**config.mk**
```make
export PLATFORM = sky130hd
export DESIGN_NAME = trig_master_top
export DESIGN_NICKNAME = d
export VERILOG_FILES = /design/src/design/trig_pkg.sv /design/src/design/trig_command_out.sv /design/src/design/trig_holdoff_ctrl.sv /design/src/design/trig_input_merge.sv /design/src/design/trig_master_top.sv
export SDC_FILE = /design/constraint.sdc
export NUM_CORES = 1
export LEC_CHECK = 0
export BUFFER_PORTS_ARGS = -buffer_cell sky130_fd_sc_hd__buf_2
export CORE_MARGIN = 2
export CORE_UTILIZATION = 58
export CTS_CLUSTER_DIAMETER = 60
export DETAILED_ROUTE_END_ITERATION = 12
export PLACE_DENSITY_LB_ADDON = 0.25
export SYNTH_ARGS = -nofsm -noshare
export SYNTH_HDL_FRONTEND = slang
export SYNTH_SLANG_ARGS = --single-unit
export TNS_END_PERCENT = 5
```
**constraint.sdc**
```tcl
create_clock -name sysclk_i -period 8.56 [get_ports sysclk_i]
set_input_delay 2.14 -clock sysclk_i [delete_from_list [all_inputs] [get_ports sysclk_i]]
set_output_delay 2.14 -clock sysclk_i [all_outputs]
set_load 0.1 [all_outputs]
```
**src/design/trig_pkg.sv**
```systemverilog
package trig_pkg;

    // widths of the words moving through the trigger path
    localparam int BOARD_WORD_W = 16;
    localparam int TRIG_TIME_W  = 12;
    localparam int META_W       = 8;
    localparam int EVT_ADDR_W   = 12;
    localparam int CMD_W        = 32;
    localparam int DROP_CNT_W   = 16;

    // first word of a board's command cycle, top bit set
    typedef struct packed {
        logic                   is_trig;
        logic [2:0]             rsvd;
        logic [TRIG_TIME_W-1:0] trig_time;
    } trig_view_t;

    // second word of the cycle, top bit clear
    typedef struct packed {
        logic              is_trig;
        logic [6:0]        rsvd;
        logic [META_W-1:0] meta;
    } meta_view_t;

    // one board word, read as either view depending on the cycle
    typedef union packed {
        trig_view_t trig;
        meta_view_t meta;
    } board_word_u;

endpackage

```
**src/design/trig_command_out.sv**
```systemverilog
`timescale 1ns/1ps

module trig_command_out (
    input  logic                              sysclk_i,
    input  logic                              rst_n_i,
    input  logic                              evt_valid_i,
    input  logic [trig_pkg::EVT_ADDR_W-1:0]   evt_addr_i,
    input  logic [trig_pkg::TRIG_TIME_W-1:0]  evt_time_i,
    input  logic [trig_pkg::META_W-1:0]       evt_meta_i,
    input  logic                              cmd_ack_i,
    output logic                              busy_o,
    output logic [trig_pkg::CMD_W-1:0]        cmd_o,
    output logic                              cmd_req_o
);
    import trig_pkg::*;

    typedef enum logic [1:0] {
        ST_IDLE     = 2'd0,
        ST_REQ      = 2'd1,
        ST_WAIT_REL = 2'd2
    } state_t;

    state_t state_q;
    state_t state_d;

    // four-phase sequence: raise req, drop it on ack, wait for ack to drop
    always_comb begin
        state_d = state_q;
        case (state_q)
            ST_IDLE: begin
                if (evt_valid_i) begin
                    state_d = ST_REQ;
                end
            end
            ST_REQ: begin
                if (cmd_ack_i) begin
                    state_d = ST_WAIT_REL;
                end
            end
            ST_WAIT_REL: begin
                if (!cmd_ack_i) begin
                    state_d = ST_IDLE;
                end
            end
            default: begin
                state_d = ST_IDLE;
            end
        endcase
    end

    always_ff @(posedge sysclk_i) begin
        if (!rst_n_i) begin
            state_q <= ST_IDLE;
        end else begin
            state_q <= state_d;
        end
    end

    // only loaded from idle, so it stays put for the whole request
    always_ff @(posedge sysclk_i) begin
        if ((state_q == ST_IDLE) && evt_valid_i) begin
            cmd_o <= {evt_addr_i, evt_time_i, evt_meta_i};
        end
    end

    assign cmd_req_o = (state_q == ST_REQ);
    // covers the event clock itself so a second event can't slip in
    assign busy_o    = evt_valid_i | (state_q != ST_IDLE);

endmodule

```
**src/design/trig_holdoff_ctrl.sv**
```systemverilog
`timescale 1ns/1ps

module trig_holdoff_ctrl #(
    parameter int HOLDOFF = 12
) (
    input  logic                              sysclk_i,
    input  logic                              rst_n_i,
    input  logic                              run_en_i,
    input  logic                              cand_i,
    input  logic [trig_pkg::TRIG_TIME_W-1:0]  cand_time_i,
    input  logic [trig_pkg::META_W-1:0]       cand_meta_i,
    input  logic                              busy_i,
    output logic                              evt_valid_o,
    output logic [trig_pkg::EVT_ADDR_W-1:0]   evt_addr_o,
    output logic [trig_pkg::TRIG_TIME_W-1:0]  evt_time_o,
    output logic [trig_pkg::META_W-1:0]       evt_meta_o,
    output logic [trig_pkg::DROP_CNT_W-1:0]   dropped_o
);
    import trig_pkg::*;

    localparam int HO_W = $clog2(HOLDOFF + 1);

    logic [HO_W-1:0]       holdoff_q;
    logic [EVT_ADDR_W-1:0] evt_num_q;
    logic                  accept;
    logic                  refuse;

    // a candidate with run enabled is either taken or counted as dropped
    assign accept = cand_i & run_en_i & (holdoff_q == '0) & ~busy_i;
    assign refuse = cand_i & run_en_i & ((holdoff_q != '0) | busy_i);

    // counts down to zero, the next trigger may go on the clock it reaches zero
    always_ff @(posedge sysclk_i) begin
        if (!rst_n_i) begin
            holdoff_q <= '0;
        end else if (accept) begin
            holdoff_q <= HO_W'(HOLDOFF - 1);
        end else if (holdoff_q != '0) begin
            holdoff_q <= holdoff_q - 1'b1;
        end
    end

    // event number restarts at 0 for every run
    always_ff @(posedge sysclk_i) begin
        if (!rst_n_i) begin
            evt_num_q <= '0;
        end else if (!run_en_i) begin
            evt_num_q <= '0;
        end else if (accept) begin
            evt_num_q <= evt_num_q + 1'b1;
        end
    end

    always_ff @(posedge sysclk_i) begin
        if (!rst_n_i) begin
            evt_valid_o <= 1'b0;
        end else begin
            evt_valid_o <= accept;
        end
    end

    always_ff @(posedge sysclk_i) begin
        if (accept) begin
            evt_addr_o <= evt_num_q;
            evt_time_o <= cand_time_i;
            evt_meta_o <= cand_meta_i;
        end
    end

    // saturates instead of wrapping
    always_ff @(posedge sysclk_i) begin
        if (!rst_n_i) begin
            dropped_o <= '0;
        end else if (refuse && (dropped_o != '1)) begin
            dropped_o <= dropped_o + 1'b1;
        end
    end

endmodule

```
**src/design/trig_input_merge.sv**
```systemverilog
`timescale 1ns/1ps

module trig_input_merge #(
    parameter int NSURF = 8
) (
    input  logic                                     sysclk_i,
    input  logic                                     rst_n_i,
    input  logic                                     sysclk_phase_i,
    input  logic [NSURF*trig_pkg::BOARD_WORD_W-1:0]  trig_dat_i,
    input  logic [NSURF-1:0]                         trig_mask_i,
    output logic                                     cand_o,
    output logic [trig_pkg::TRIG_TIME_W-1:0]         cand_time_o,
    output logic [trig_pkg::META_W-1:0]              cand_meta_o
);
    import trig_pkg::*;

    board_word_u            words [NSURF];
    logic [NSURF-1:0]       hit_q;
    logic [TRIG_TIME_W-1:0] time_q [NSURF];
    logic                   phase_d_q;
    logic                   sel_any;
    logic [TRIG_TIME_W-1:0] sel_time;
    logic [META_W-1:0]      sel_meta;

    // split the flat bus into per-board words
    for (genvar g = 0; g < NSURF; g++) begin : g_word
        assign words[g] = trig_dat_i[g*BOARD_WORD_W +: BOARD_WORD_W];
    end

    // phase clock carries the trigger words, the clock after it the metadata
    always_ff @(posedge sysclk_i) begin
        if (!rst_n_i) begin
            phase_d_q <= 1'b0;
            hit_q     <= '0;
        end else begin
            phase_d_q <= sysclk_phase_i;
            if (sysclk_phase_i) begin
                for (int i = 0; i < NSURF; i++) begin
                    hit_q[i] <= words[i].trig.is_trig & ~trig_mask_i[i];
                end
            end
        end
    end

    always_ff @(posedge sysclk_i) begin
        if (sysclk_phase_i) begin
            for (int i = 0; i < NSURF; i++) begin
                time_q[i] <= words[i].trig.trig_time;
            end
        end
    end

    // lowest index wins, so walk downward and let the last match stick
    always_comb begin
        sel_any  = 1'b0;
        sel_time = '0;
        sel_meta = '0;
        for (int i = NSURF - 1; i >= 0; i--) begin
            if (hit_q[i]) begin
                sel_any  = 1'b1;
                sel_time = time_q[i];
                sel_meta = words[i].meta.meta;
            end
        end
    end

    always_ff @(posedge sysclk_i) begin
        if (!rst_n_i) begin
            cand_o <= 1'b0;
        end else begin
            cand_o <= phase_d_q & sel_any;
        end
    end

    always_ff @(posedge sysclk_i) begin
        if (phase_d_q) begin
            cand_time_o <= sel_time;
            cand_meta_o <= sel_meta;
        end
    end

endmodule

```
**src/design/trig_master_top.sv**
```systemverilog
`timescale 1ns/1ps

module trig_master_top #(
    parameter int NSURF   = 8,
    parameter int HOLDOFF = 12
) (
    input  logic                                     sysclk_i,
    input  logic                                     rst_n_i,
    input  logic                                     sysclk_phase_i,
    input  logic [NSURF*trig_pkg::BOARD_WORD_W-1:0]  trig_dat_i,
    input  logic [NSURF-1:0]                         trig_mask_i,
    input  logic                                     run_en_i,
    input  logic                                     cmd_ack_i,
    output logic [trig_pkg::CMD_W-1:0]               cmd_o,
    output logic                                     cmd_req_o,
    output logic [trig_pkg::DROP_CNT_W-1:0]          dropped_o
);
    import trig_pkg::*;

    logic                   cand;
    logic [TRIG_TIME_W-1:0] cand_time;
    logic [META_W-1:0]      cand_meta;
    logic                   evt_valid;
    logic [EVT_ADDR_W-1:0]  evt_addr;
    logic [TRIG_TIME_W-1:0] evt_time;
    logic [META_W-1:0]      evt_meta;
    logic                   busy;

    trig_input_merge #(
        .NSURF(NSURF)
    ) u_merge (
        .sysclk_i       (sysclk_i),
        .rst_n_i        (rst_n_i),
        .sysclk_phase_i (sysclk_phase_i),
        .trig_dat_i     (trig_dat_i),
        .trig_mask_i    (trig_mask_i),
        .cand_o         (cand),
        .cand_time_o    (cand_time),
        .cand_meta_o    (cand_meta)
    );

    trig_holdoff_ctrl #(
        .HOLDOFF(HOLDOFF)
    ) u_holdoff (
        .sysclk_i    (sysclk_i),
        .rst_n_i     (rst_n_i),
        .run_en_i    (run_en_i),
        .cand_i      (cand),
        .cand_time_i (cand_time),
        .cand_meta_i (cand_meta),
        .busy_i      (busy),
        .evt_valid_o (evt_valid),
        .evt_addr_o  (evt_addr),
        .evt_time_o  (evt_time),
        .evt_meta_o  (evt_meta),
        .dropped_o   (dropped_o)
    );

    trig_command_out u_cmd (
        .sysclk_i    (sysclk_i),
        .rst_n_i     (rst_n_i),
        .evt_valid_i (evt_valid),
        .evt_addr_i  (evt_addr),
        .evt_time_i  (evt_time),
        .evt_meta_i  (evt_meta),
        .cmd_ack_i   (cmd_ack_i),
        .busy_o      (busy),
        .cmd_o       (cmd_o),
        .cmd_req_o   (cmd_req_o)
    );

endmodule

```
==> results of run 1 <==
## Yosys cell counts, drive strengths merged, types with 5 or more instances
master / number / area, um2
a221oi: 35 / 307
nand3: 10 / 50.1
nand2b: 8 / 50.1
a22oi: 5 / 37.5
nand2: 35 / 131
clkbuf: 34 / 128
nor3: 12 / 65.1
inv: 22 / 82.6
o31ai: 32 / 240
xnor2: 8 / 70.1
nor2b: 33 / 206
or3: 9 / 56.3
a21oi: 51 / 255
dfxtp: 45 / 901
nand4: 7 / 43.8
nand3b: 6 / 45.0
o21ai: 19 / 95.1
a211oi: 7 / 52.6
edfxtp: 180 / 5410
xor2: 6 / 52.6
o22ai: 7 / 43.8
nor2: 23 / 86.3
## state kept, by name, summed over array words and instances, names as in the netlist
| name | flops |
|---|---|
| u_cmd.cmd_o | 32 |
| u_cmd.state_q | 2 |
| u_holdoff.dropped_o | 16 |
| u_holdoff.evt_addr_o | 12 |
| u_holdoff.evt_meta_o | 8 |
| u_holdoff.evt_num_q | 12 |
| u_holdoff.evt_time_o | 12 |
| u_holdoff.evt_valid_o | 1 |
| u_holdoff.holdoff_q | 4 |
| u_merge.cand_meta_o | 8 |
| u_merge.cand_o | 1 |
| u_merge.cand_time_o | 12 |
| u_merge.hit_q | 8 |
| u_merge.phase_d_q | 1 |
| u_merge.time_q | 96 |
## critical path: stages, from the launching register on
cell     delay [ps]
dfxtp_1         400
nor2b_1         190
buf_2           450
## logic make-up (layout without fill, tap and decap cells)
logic type / after synthesis / after routing / synth area share, %
flip-flops: 225 / 225 / 72.7
adder cells (fa/ha/maj): 2 / 2 / 0.288
AND/OR/NAND/NOR: 165 / 165 / 10.3
other: 0 / 1 / 0
XOR/XNOR: 14 / 14 / 1.41
multiplexers: 2 / 2 / 0.231
buffers and inverters: 59 / 234 / 2.60
AO/OA/AOI/OAI: 163 / 163 / 12.5
## final timing paths
kind,end,depth (start not counted),from,slack [ps]
max reg2reg,u_merge.cand_meta_o[4],5,u_merge.hit_q[4],5970
min,u_holdoff.evt_meta_o[5],0,u_merge.cand_meta_o[5],410
max,cmd_req_o,2,u_cmd.state_q[0],4890
min reg2reg,u_holdoff.evt_meta_o[5],0,u_merge.cand_meta_o[5],410
## stage by stage
step | std cells | utilization [%] | setup WS (ps) | area (um2)
CTS | 989 | 70.8 | 4880 | 10300
detailed placement | 948 | 66.1 | 4680 | 9650
global route | 990 | 70.8 | 4800 | 10300
finish | 990 | 70.8 | 4890 | 10300
floorplan | 630 | - | 4130 | 8670
global placement | 948 | 66.1 | 4750 | 9650
## per-layer routing
layer	vias to the layer above	global-route usage (%)
li1	2738	-
met1	2697	31.0
met2	243	34.4
met3	42	4.09
met4	4	7.82
met5	-	0
## report_power, final
part / switching, mW / total, mW / internal [mW]
clock network: 0.386 / 0.909 / 0.522
logic: 0.0740 / 0.126 / 0.0518
registers: 0.0233 / 1.26 / 1.24
total: 0.484 / 2.29 / 1.81
## area by class of cell
| type | instances | area [um2] | area share (%) |
|---|---|---|---|
| antenna | 1 | 2.50 | 0.0242 |
| clock buffer | 27 | 591 | 5.72 |
| clock inverter | 14 | 91.3 | 0.884 |
| inverter | 22 | 82.6 | 0.799 |
| multi-input combinational | 346 | 2150 | 20.9 |
| sequential | 225 | 6310 | 61.0 |
| tap | 184 | 230 | 2.23 |
| timing repair buffer | 171 | 873 | 8.45 |
==> results.tsv, run 1 <==
metric	value	unit
CTS Root Cell	clkbuf_16	
first-pass GRT wire length	27700	um
most frequent cells in the layout	edfxtp_1 (180), buf_2 (164), a21oi_1 (51)	
synthesized instance count	630	
count of pins over their slew limit	0	
Leakage	3.72	nW
Critical Path End Type	primary output	
crit path max fanout	4	
number of synthesized register bits	225	
warnings from Yosys	0	
# H-tree levels	1	
Arr. time, crit path	1530	ps
First DRT Iteration DRCs	488	
Hold Path Class	reg -> reg	
Peak VDD IR	0.127	mV
vias in the first global route	5536	
Setup Buffers After CTS	0	
final setup vio count	0	
Startpoint Class	flop	
GR Util All Layers	21.8	%
Die ar.	0.0160	mm2
Crit path required time	6420	ps
WL met2	8230	um
largest net degree at the start of global routing	71	
Routed wire per std cell	17.7	um
Final Skew	7.10	ps
DIE WIDTH	126	um
Main synth FF type	edfxtp_1	
Synth cell types	41	
Area growth syn-to-layout	19.1	%
Vias/cell	5.78	
Die Ht	126	um
hold slack final	413	ps
fin crit period	3670	ps
routed length on met1	7440	um
Post-Syn Nets	773	
row cnt	44	
drt first pass iters	5	
async set or reset register ratio after synthesis	0	%
met3 wire len	1370	um
total global routing overflow	0	
fmax	273	MHz
Final ANT Viol Nets	0	
crit path kind	reg -> out	
clock buffer count from CTS	23	
Remaining DRCs	0	
Clock Tree Buf Depth	3	
Sum Neg Setup Slack	0	ps
Power Total	2.29	mW
Post-synth EDFFs	180	
Routed WL	17600	um
fin nets	932	
antenna violations before repair	3	
Initial Util	59.5	%
CORE AREA	0.0146	mm2
Synth Area per Inst	13.8	um2
fraction of layout cells with a size suffix above 1	25.7	%
Worst-Margin Slew	1230	ps
Filler cells	1009	
uppermost layer routed	met5	
CTS tree	yes	
clk slew on worst S/H paths	60	ps
Synth Cell Area	0.00867	mm2
Tcrit/Tclk final	42.8	%
PortBufs	165	
io pins	190	
RSZ-0062 raised after global routing	false	
P per Cell Area	222	mW/mm2
gpl congestion	0.836	
Vias	5724	
worst skew pair latency	490	ps
Detailed Place HPWL	11900	um
status	complete, no violations	
register area share after synthesis	72.7	%
Clock Sinks	225	
Max-cap violations	0	
worst rel slew slack	18.2	%
commonest non-fill, non-tap cell in the layout	edfxtp_1	
Resized cells post-CTS	0	
hold buffers post-CTS	0	
Fin. Hold Viols	0	
No activity file was read; power rests on OpenSTA's default activity.
==> run 2, diff against run 1 <==
- ABC_AREA: default -> 1
- CORE_UTILIZATION: 58 -> 49
- clock period: 8.56 -> 3.2 ns (I/O delays scaled with it)
==> results.tsv, run 2 <==
metric	value	unit	change
antenna violations before repair	4		+1
clock buffer count from CTS	24		+4.3%
Initial Util	49.8	%	-9.6 points
Largest Register	u_merge.time_q		
row cnt	50		+14%
Synth cell types	37		-9.8%
crit path kind	reg -> out		
Synth area leader	edfxtp_1		
drt first pass iters	5		unchanged
Resized cells post-CTS	0		unchanged
Vias/cell	4.98		-14%
Tcrit/Tclk final	71.1	%	
worst rel slew slack	34.3	%	+16 points
Clock Sinks	225		unchanged
Synth Area in XOR/XNOR	1.23	%	-0.19 points
count of pins over their slew limit	0		unchanged
First DRT Iteration DRCs	460		-5.7%
Post-Syn Nets	1023		+32%
setup ws final	924	ps	-3970 ps
top cells by count, synth	nand2_1 (269), edfxtp_1 (180), nor2_1 (130)		
CORE AREA	0.0186	mm2	+28%
Synth Cell Area	0.00929	mm2	+7.1%
Peak VDD IR	0.347	mV	+170%
commonest non-fill, non-tap cell in the layout	nand2_1		
Psw	1.61	mW	+230%
multiplexer area fraction after synthesis	0	%	-0.23 points
slowest stage cell, crit path	buf_2		
synth top area cells	edfxtp_1 (58%), nand2_1 (11%), dfxtp_1 (9.7%)		
# H-tree levels	1		unchanged
Final Skew	13.2	ps	+6.06 ps
GR Util All Layers	18.7	%	-3.2 points
async set or reset register ratio after synthesis	0	%	unchanged
count leader, synth	nand2_1		
RSZ-0062 raised after global routing	false		
placed cells	1257		+33%
P per Cell Area	600	mW/mm2	+170%
Register Area	0.00631	mm2	unchanged
Critical Path End Type	primary output		
DIE WIDTH	142	um	+12%
post-synth top area share	58.2	%	-4.1 points
io pins	190		unchanged
hold buffers post-CTS	0		unchanged
Clock Tree Buf Depth	3		unchanged
gpl congestion	0.852		+1.9%
Hold Path Class	reg -> reg		
Startpoint Class	flop		
clk slew on worst S/H paths	60	ps	about the same
Max-cap violations	0		unchanged
CTS Root Cell	clkbuf_16		
Gate power share	10.0	%	+4.5 points
Post-synth EDFFs	180		unchanged
vias in the first global route	5813		+5.0%
fraction of layout cells with a size suffix above 1	23.1	%	-2.6 points
largest family of logic cells by synthesized area	simple AND/OR/NAND/NOR gates		
Synth Area in Simple Gates	19.9	%	+9.6 points
CP delay by family, top	buffers and inverters		
Clock power frac	38.6	%	-1.0 points
Sum Neg Setup Slack	0	ps	unchanged
fmax	439	MHz	
Setup Buffers After CTS	0		unchanged
register area share after synthesis	67.9	%	-4.8 points
P_int	5.03	mW	+180%
Seq pwr share	51.4	%	-3.5 points
Multi-input gate area	0.00265	mm2	+23%
Routed WL	19100	um	+8.9%
Leakage	4.42	nW	+19%
Worst-Margin Slew	985	ps	-241 ps
number of synthesized register bits	225		unchanged
Fin. Hold Viols	0		unchanged
fin crit period	2280	ps	
Synth Area per Inst	10.6	um2	-23%
Power Total	6.65	mW	+190%
Vias	6483		+13%
Die ar.	0.0201	mm2	+26%
max reg flops	96		unchanged
warnings from Yosys	0		unchanged
Arr. time, crit path	1480	ps	-50 ps
pre-CTS WS	1020	ps	-3670 ps
Final ANT Viol Nets	0		unchanged
sw frac	24.3	%	+3.2 points
Remaining DRCs	0		unchanged
hold slack final	416	ps	+3.84 ps
Crit path required time	2400	ps	-4020 ps
PortBufs	165		unchanged
largest net degree at the start of global routing	61		-14%
CTS tree	yes		
Die Ht	142	um	+12%
max incr delay on CP	490	ps	+40 ps
CP cell instances	buf_2		
crit path max fanout	7		+3
most frequent cells in the layout	nand2_1 (269), edfxtp_1 (180), buf_2 (164)		
final setup vio count	0		unchanged
Post-Synth Adder-Cell Area	0.269	%	-0.019 points
Filler cells	1581		+57%
Routed wire per std cell	14.7	um	-17%
synthesized instance count	880		+40%
Detailed Place HPWL	12900	um	+8.7%
status	complete, no violations		
Top Registers	u_merge.time_q (96), u_cmd.cmd_o (32), u_holdoff.dropped_o (16)		
first-pass GRT wire length	29700	um	+6.9%
fin nets	1192		+28%
Area growth syn-to-layout	19.2	%	about the same
post-synthesis compound-gate area fraction	7.21	%	-5.3 points
CP Buf/Inv Count	1		unchanged
total global routing overflow	0		unchanged
Main synth FF type	edfxtp_1		
Post-Layout Cell Count	1301		+31%
worst skew pair latency	520	ps	+30 ps
run 2: cell count changes in the layout (fill, tap and decap cells not counted), moves of 10 or more:
cell      previous run  this run
nand2_1             35       269
nor2_1              23       130
a221oi_1            35         0
nor2b_1             33         0
o31ai_1             32         0
inv_1               21        39
a31oi_1              1        16
o21ai_0             19        30
a21oi_2              0        10
run 2: through the flow:
step           util (%)  area [um2]
6_report           59.4       11100
5_1_grt            59.4       11100
4_1_cts            59.3       11100
3_5_place_dp       55.4       10300
3_3_place_gp       55.4       10300
2_1_floorplan         -        9290
run 2: routing by layer:
metal | global-route usage, % | vias to the layer above | part of all wire [%]
met5 | 0 | - | 0
met1 | 28.1 | 2939 | 47
li1 | - | 3304 | -
met3 | 3.00 | 39 | 6.2
met4 | 6.58 | 0 | 2.2
met2 | 27.6 | 201 | 44
run 2: path summary, 6_finish.rpt:
kind	startpoint	end	slack, ps	cells after the start
setup / recovery	u_holdoff.dropped_o[2]	dropped_o[2]	920	1
hold / removal	u_merge.cand_meta_o[1]	u_holdoff.evt_meta_o[1]	420	0
setup reg to reg	u_merge.hit_q[5]	u_merge.cand_meta_o[6]	1240	8
hold reg to reg	u_merge.cand_meta_o[1]	u_holdoff.evt_meta_o[1]	420	0
run 2: final cells by class:
type / instances / share of cell area (%)
Multi-Input combinational cell: 580 / 24.0
Tap cell: 234 / 2.64
Timing Repair Buffer: 176 / 8.34
Clock inverter: 12 / 0.949
Antenna cell: 5 / 0.113
Inverter: 42 / 1.42
Clock buffer: 27 / 5.62
Sequential cell: 225 / 56.9
run 2: cell families (layout without fill, tap and decap cells):
group	Yosys count	in the layout
AND/OR/NAND/NOR	449	449
flip-flops	225	225
XOR/XNOR	13	13
other	0	5
adder cells (fa/ha/maj)	2	2
AO/OA/AOI/OAI	116	116
buffers and inverters	75	257
run 2: power groups by stage:
stage,clock (mW),sequential [mW],combinational [mW]
6_report,2.57,3.42,0.662
5_1_grt,2.75,3.43,0.750
4_1_cts,2.62,3.42,0.663
3_5_place_dp,0,3.48,0.659
3_3_place_gp,0,3.47,0.645
2_1_floorplan,0,3.52,0.386
==> run 3, diff against run 2 <==
- ABC_AREA: 1 -> 0
- CORE_UTILIZATION: 49 -> 54
- clock period: 3.2 -> 2.4 ns (I/O delays scaled with it)
==> results.tsv, run 3 (same netlist as run 1, synthesis figures left out) <==
metric	value	unit	change
crit path kind	reg -> reg		
Peak VDD IR	0.704	mV	+100%
Resized cells post-CTS	0		unchanged
row cnt	46		-8.0%
fin nets	941		-21%
Worst-Margin Slew	855	ps	-130 ps
Leakage	3.80	nW	-14%
RSZ-0062 raised after global routing	false		
worst skew pair latency	490	ps	-30 ps
largest net degree at the start of global routing	43		-30%
final setup vio count	0		unchanged
max reg flops	96		unchanged
Area growth syn-to-layout	21.6	%	
Largest Register	u_merge.time_q		
PortBufs	165		unchanged
Worst R2R End	u_holdoff.evt_num_q[10]		
Arr. time, crit path	2680	ps	+1200 ps
hold slack final	278	ps	-139 ps
clock buffer count from CTS	23		-4.2%
status	complete, no violations		
vias in the first global route	5549		-4.5%
R2R Path Start	u_holdoff.holdoff_q[0]		
# H-tree levels	1		unchanged
CTS Root Cell	clkbuf_16		
io pins	190		unchanged
hold buffers post-CTS	0		unchanged
clk slew on worst S/H paths	60	ps	about the same
Tcrit/Tclk final	94.3	%	
antenna violations before repair	3		-1
Critical Path End Type	flop		
reg2reg setup slack	140	ps	-1100 ps
commonest non-fill, non-tap cell in the layout	edfxtp_1		
Crit path required time	2820	ps	+420 ps
DIE WIDTH	131	um	-7.7%
Top Registers	u_merge.time_q (96), u_cmd.cmd_o (32), u_holdoff.dropped_o (16)		
Setup crit end	u_holdoff.evt_num_q[10]		
Post-Layout Cell Count	1030		-21%
GR Util All Layers	21.1	%	+2.5 points
Die Ht	131	um	-7.7%
Startpoint Class	flop		
Power Total	8.45	mW	+27%
Hold Path Class	in -> reg		
total global routing overflow	0		unchanged
Fin. Hold Viols	0		unchanged
Final ANT Viol Nets	0		unchanged
Remaining DRCs	0		unchanged
count of pins over their slew limit	0		unchanged
CTS tree	yes		
First DRT Iteration DRCs	439		-4.6%
Setup Buffers After CTS	0		unchanged
P per Cell Area	801	mW/mm2	+33%
Die ar.	0.0171	mm2	-15%
Detailed Place HPWL	12400	um	-4.4%
first-pass GRT wire length	28200	um	-4.9%
crit path from	u_holdoff.holdoff_q[0]		
Vias/cell	5.59		+12%
CORE AREA	0.0158	mm2	-15%
Clock Tree Buf Depth	3		unchanged
Clock Sinks	225		unchanged
placed cells	989		-21%
gpl congestion	0.821		-3.6%
most frequent cells in the layout	edfxtp_1 (180), buf_2 (164), a21oi_1 (51)		
fmax	442	MHz	
worst rel slew slack	42.9	%	+8.7 points
Vias	5753		-11%
r2r worst-path depth	4		-4
Sum Neg Setup Slack	0	ps	unchanged
drt first pass iters	5		unchanged
Routed wire per std cell	17.3	um	+17%
fraction of layout cells with a size suffix above 1	26.8	%	+3.8 points
Routed WL	17800	um	-7.0%
Initial Util	55.0	%	+5.2 points
crit path max fanout	7		unchanged
fin crit period	2260	ps	
Max-cap violations	0		unchanged
Final Skew	5.83	ps	-7.33 ps
run 3: changes by cell type in the layout (fill, tap and decap cells not counted), sizes merged, moves of 9 or more:
cell    before  now
o31ai        0   32
nor2       139   23
nor2b        0   33
a31oi       16    1
a221oi       0   35
inv         41   22
or3          0    9
o21ai       31   19
nand2      277   35
run 3: cell type report:
class	count	area, um2
Sequential cell	225	6310
Tap cell	216	270
Fill cell	1166	5220
Clock inverter	14	140
Clock buffer	25	603
Inverter	22	82.6
Multi-Input combinational cell	346	2160
Antenna cell	2	5.00
Timing Repair Buffer	180	978
run 3: how the worst min path moves through the flow:
stage,start,slack (ps),depth (start not counted),to
after CTS,trig_dat_i[10],270,1,u_merge.time_q[0][10]
final,trig_dat_i[10],280,1,u_merge.time_q[0][10]
after floorplan,u_holdoff.evt_meta_o[0],400,0,u_cmd.cmd_o[0]
after global routing,trig_dat_i[10],260,1,u_merge.time_q[0][10]
after global placement,u_merge.cand_time_o[10],400,0,u_holdoff.evt_time_o[10]
after detailed placement,u_holdoff.evt_time_o[7],400,0,u_cmd.cmd_o[15]
run 3: layer usage:
metal / vias to the layer above / GRT usage (%) / part of all wire [%]
met5: - / 0 / 0.15
met4: 4 / 6.20 / 2.2
met3: 39 / 3.91 / 6.3
met2: 205 / 34.6 / 49
met1: 2743 / 29.3 / 42
li1: 2762 / - / -
run 3: metrics by stage:
step / area [um2] / worst slack (ps) / util (%)
floorplan: 8680 / -776 / -
global placement: 9800 / 220 / 62.1
detailed placement: 9800 / 166 / 62.1
CTS: 10500 / 139 / 66.8
global route: 10500 / 27.8 / 66.8
finish: 10500 / 138 / 66.9
run 3: critical path, cell delays in order, from the launching register on:
cell and delay (ps):
dfxtp_1 360, or4_1 670, or4_1 660, or3_1 350
a21oi_1 150
run 3: where the power goes:
group	switching, mW	internal [mW]
Clock	1.38	2.12
Sequential	0.0644	4.41
Combinational	0.286	0.196
Total	1.73	6.72
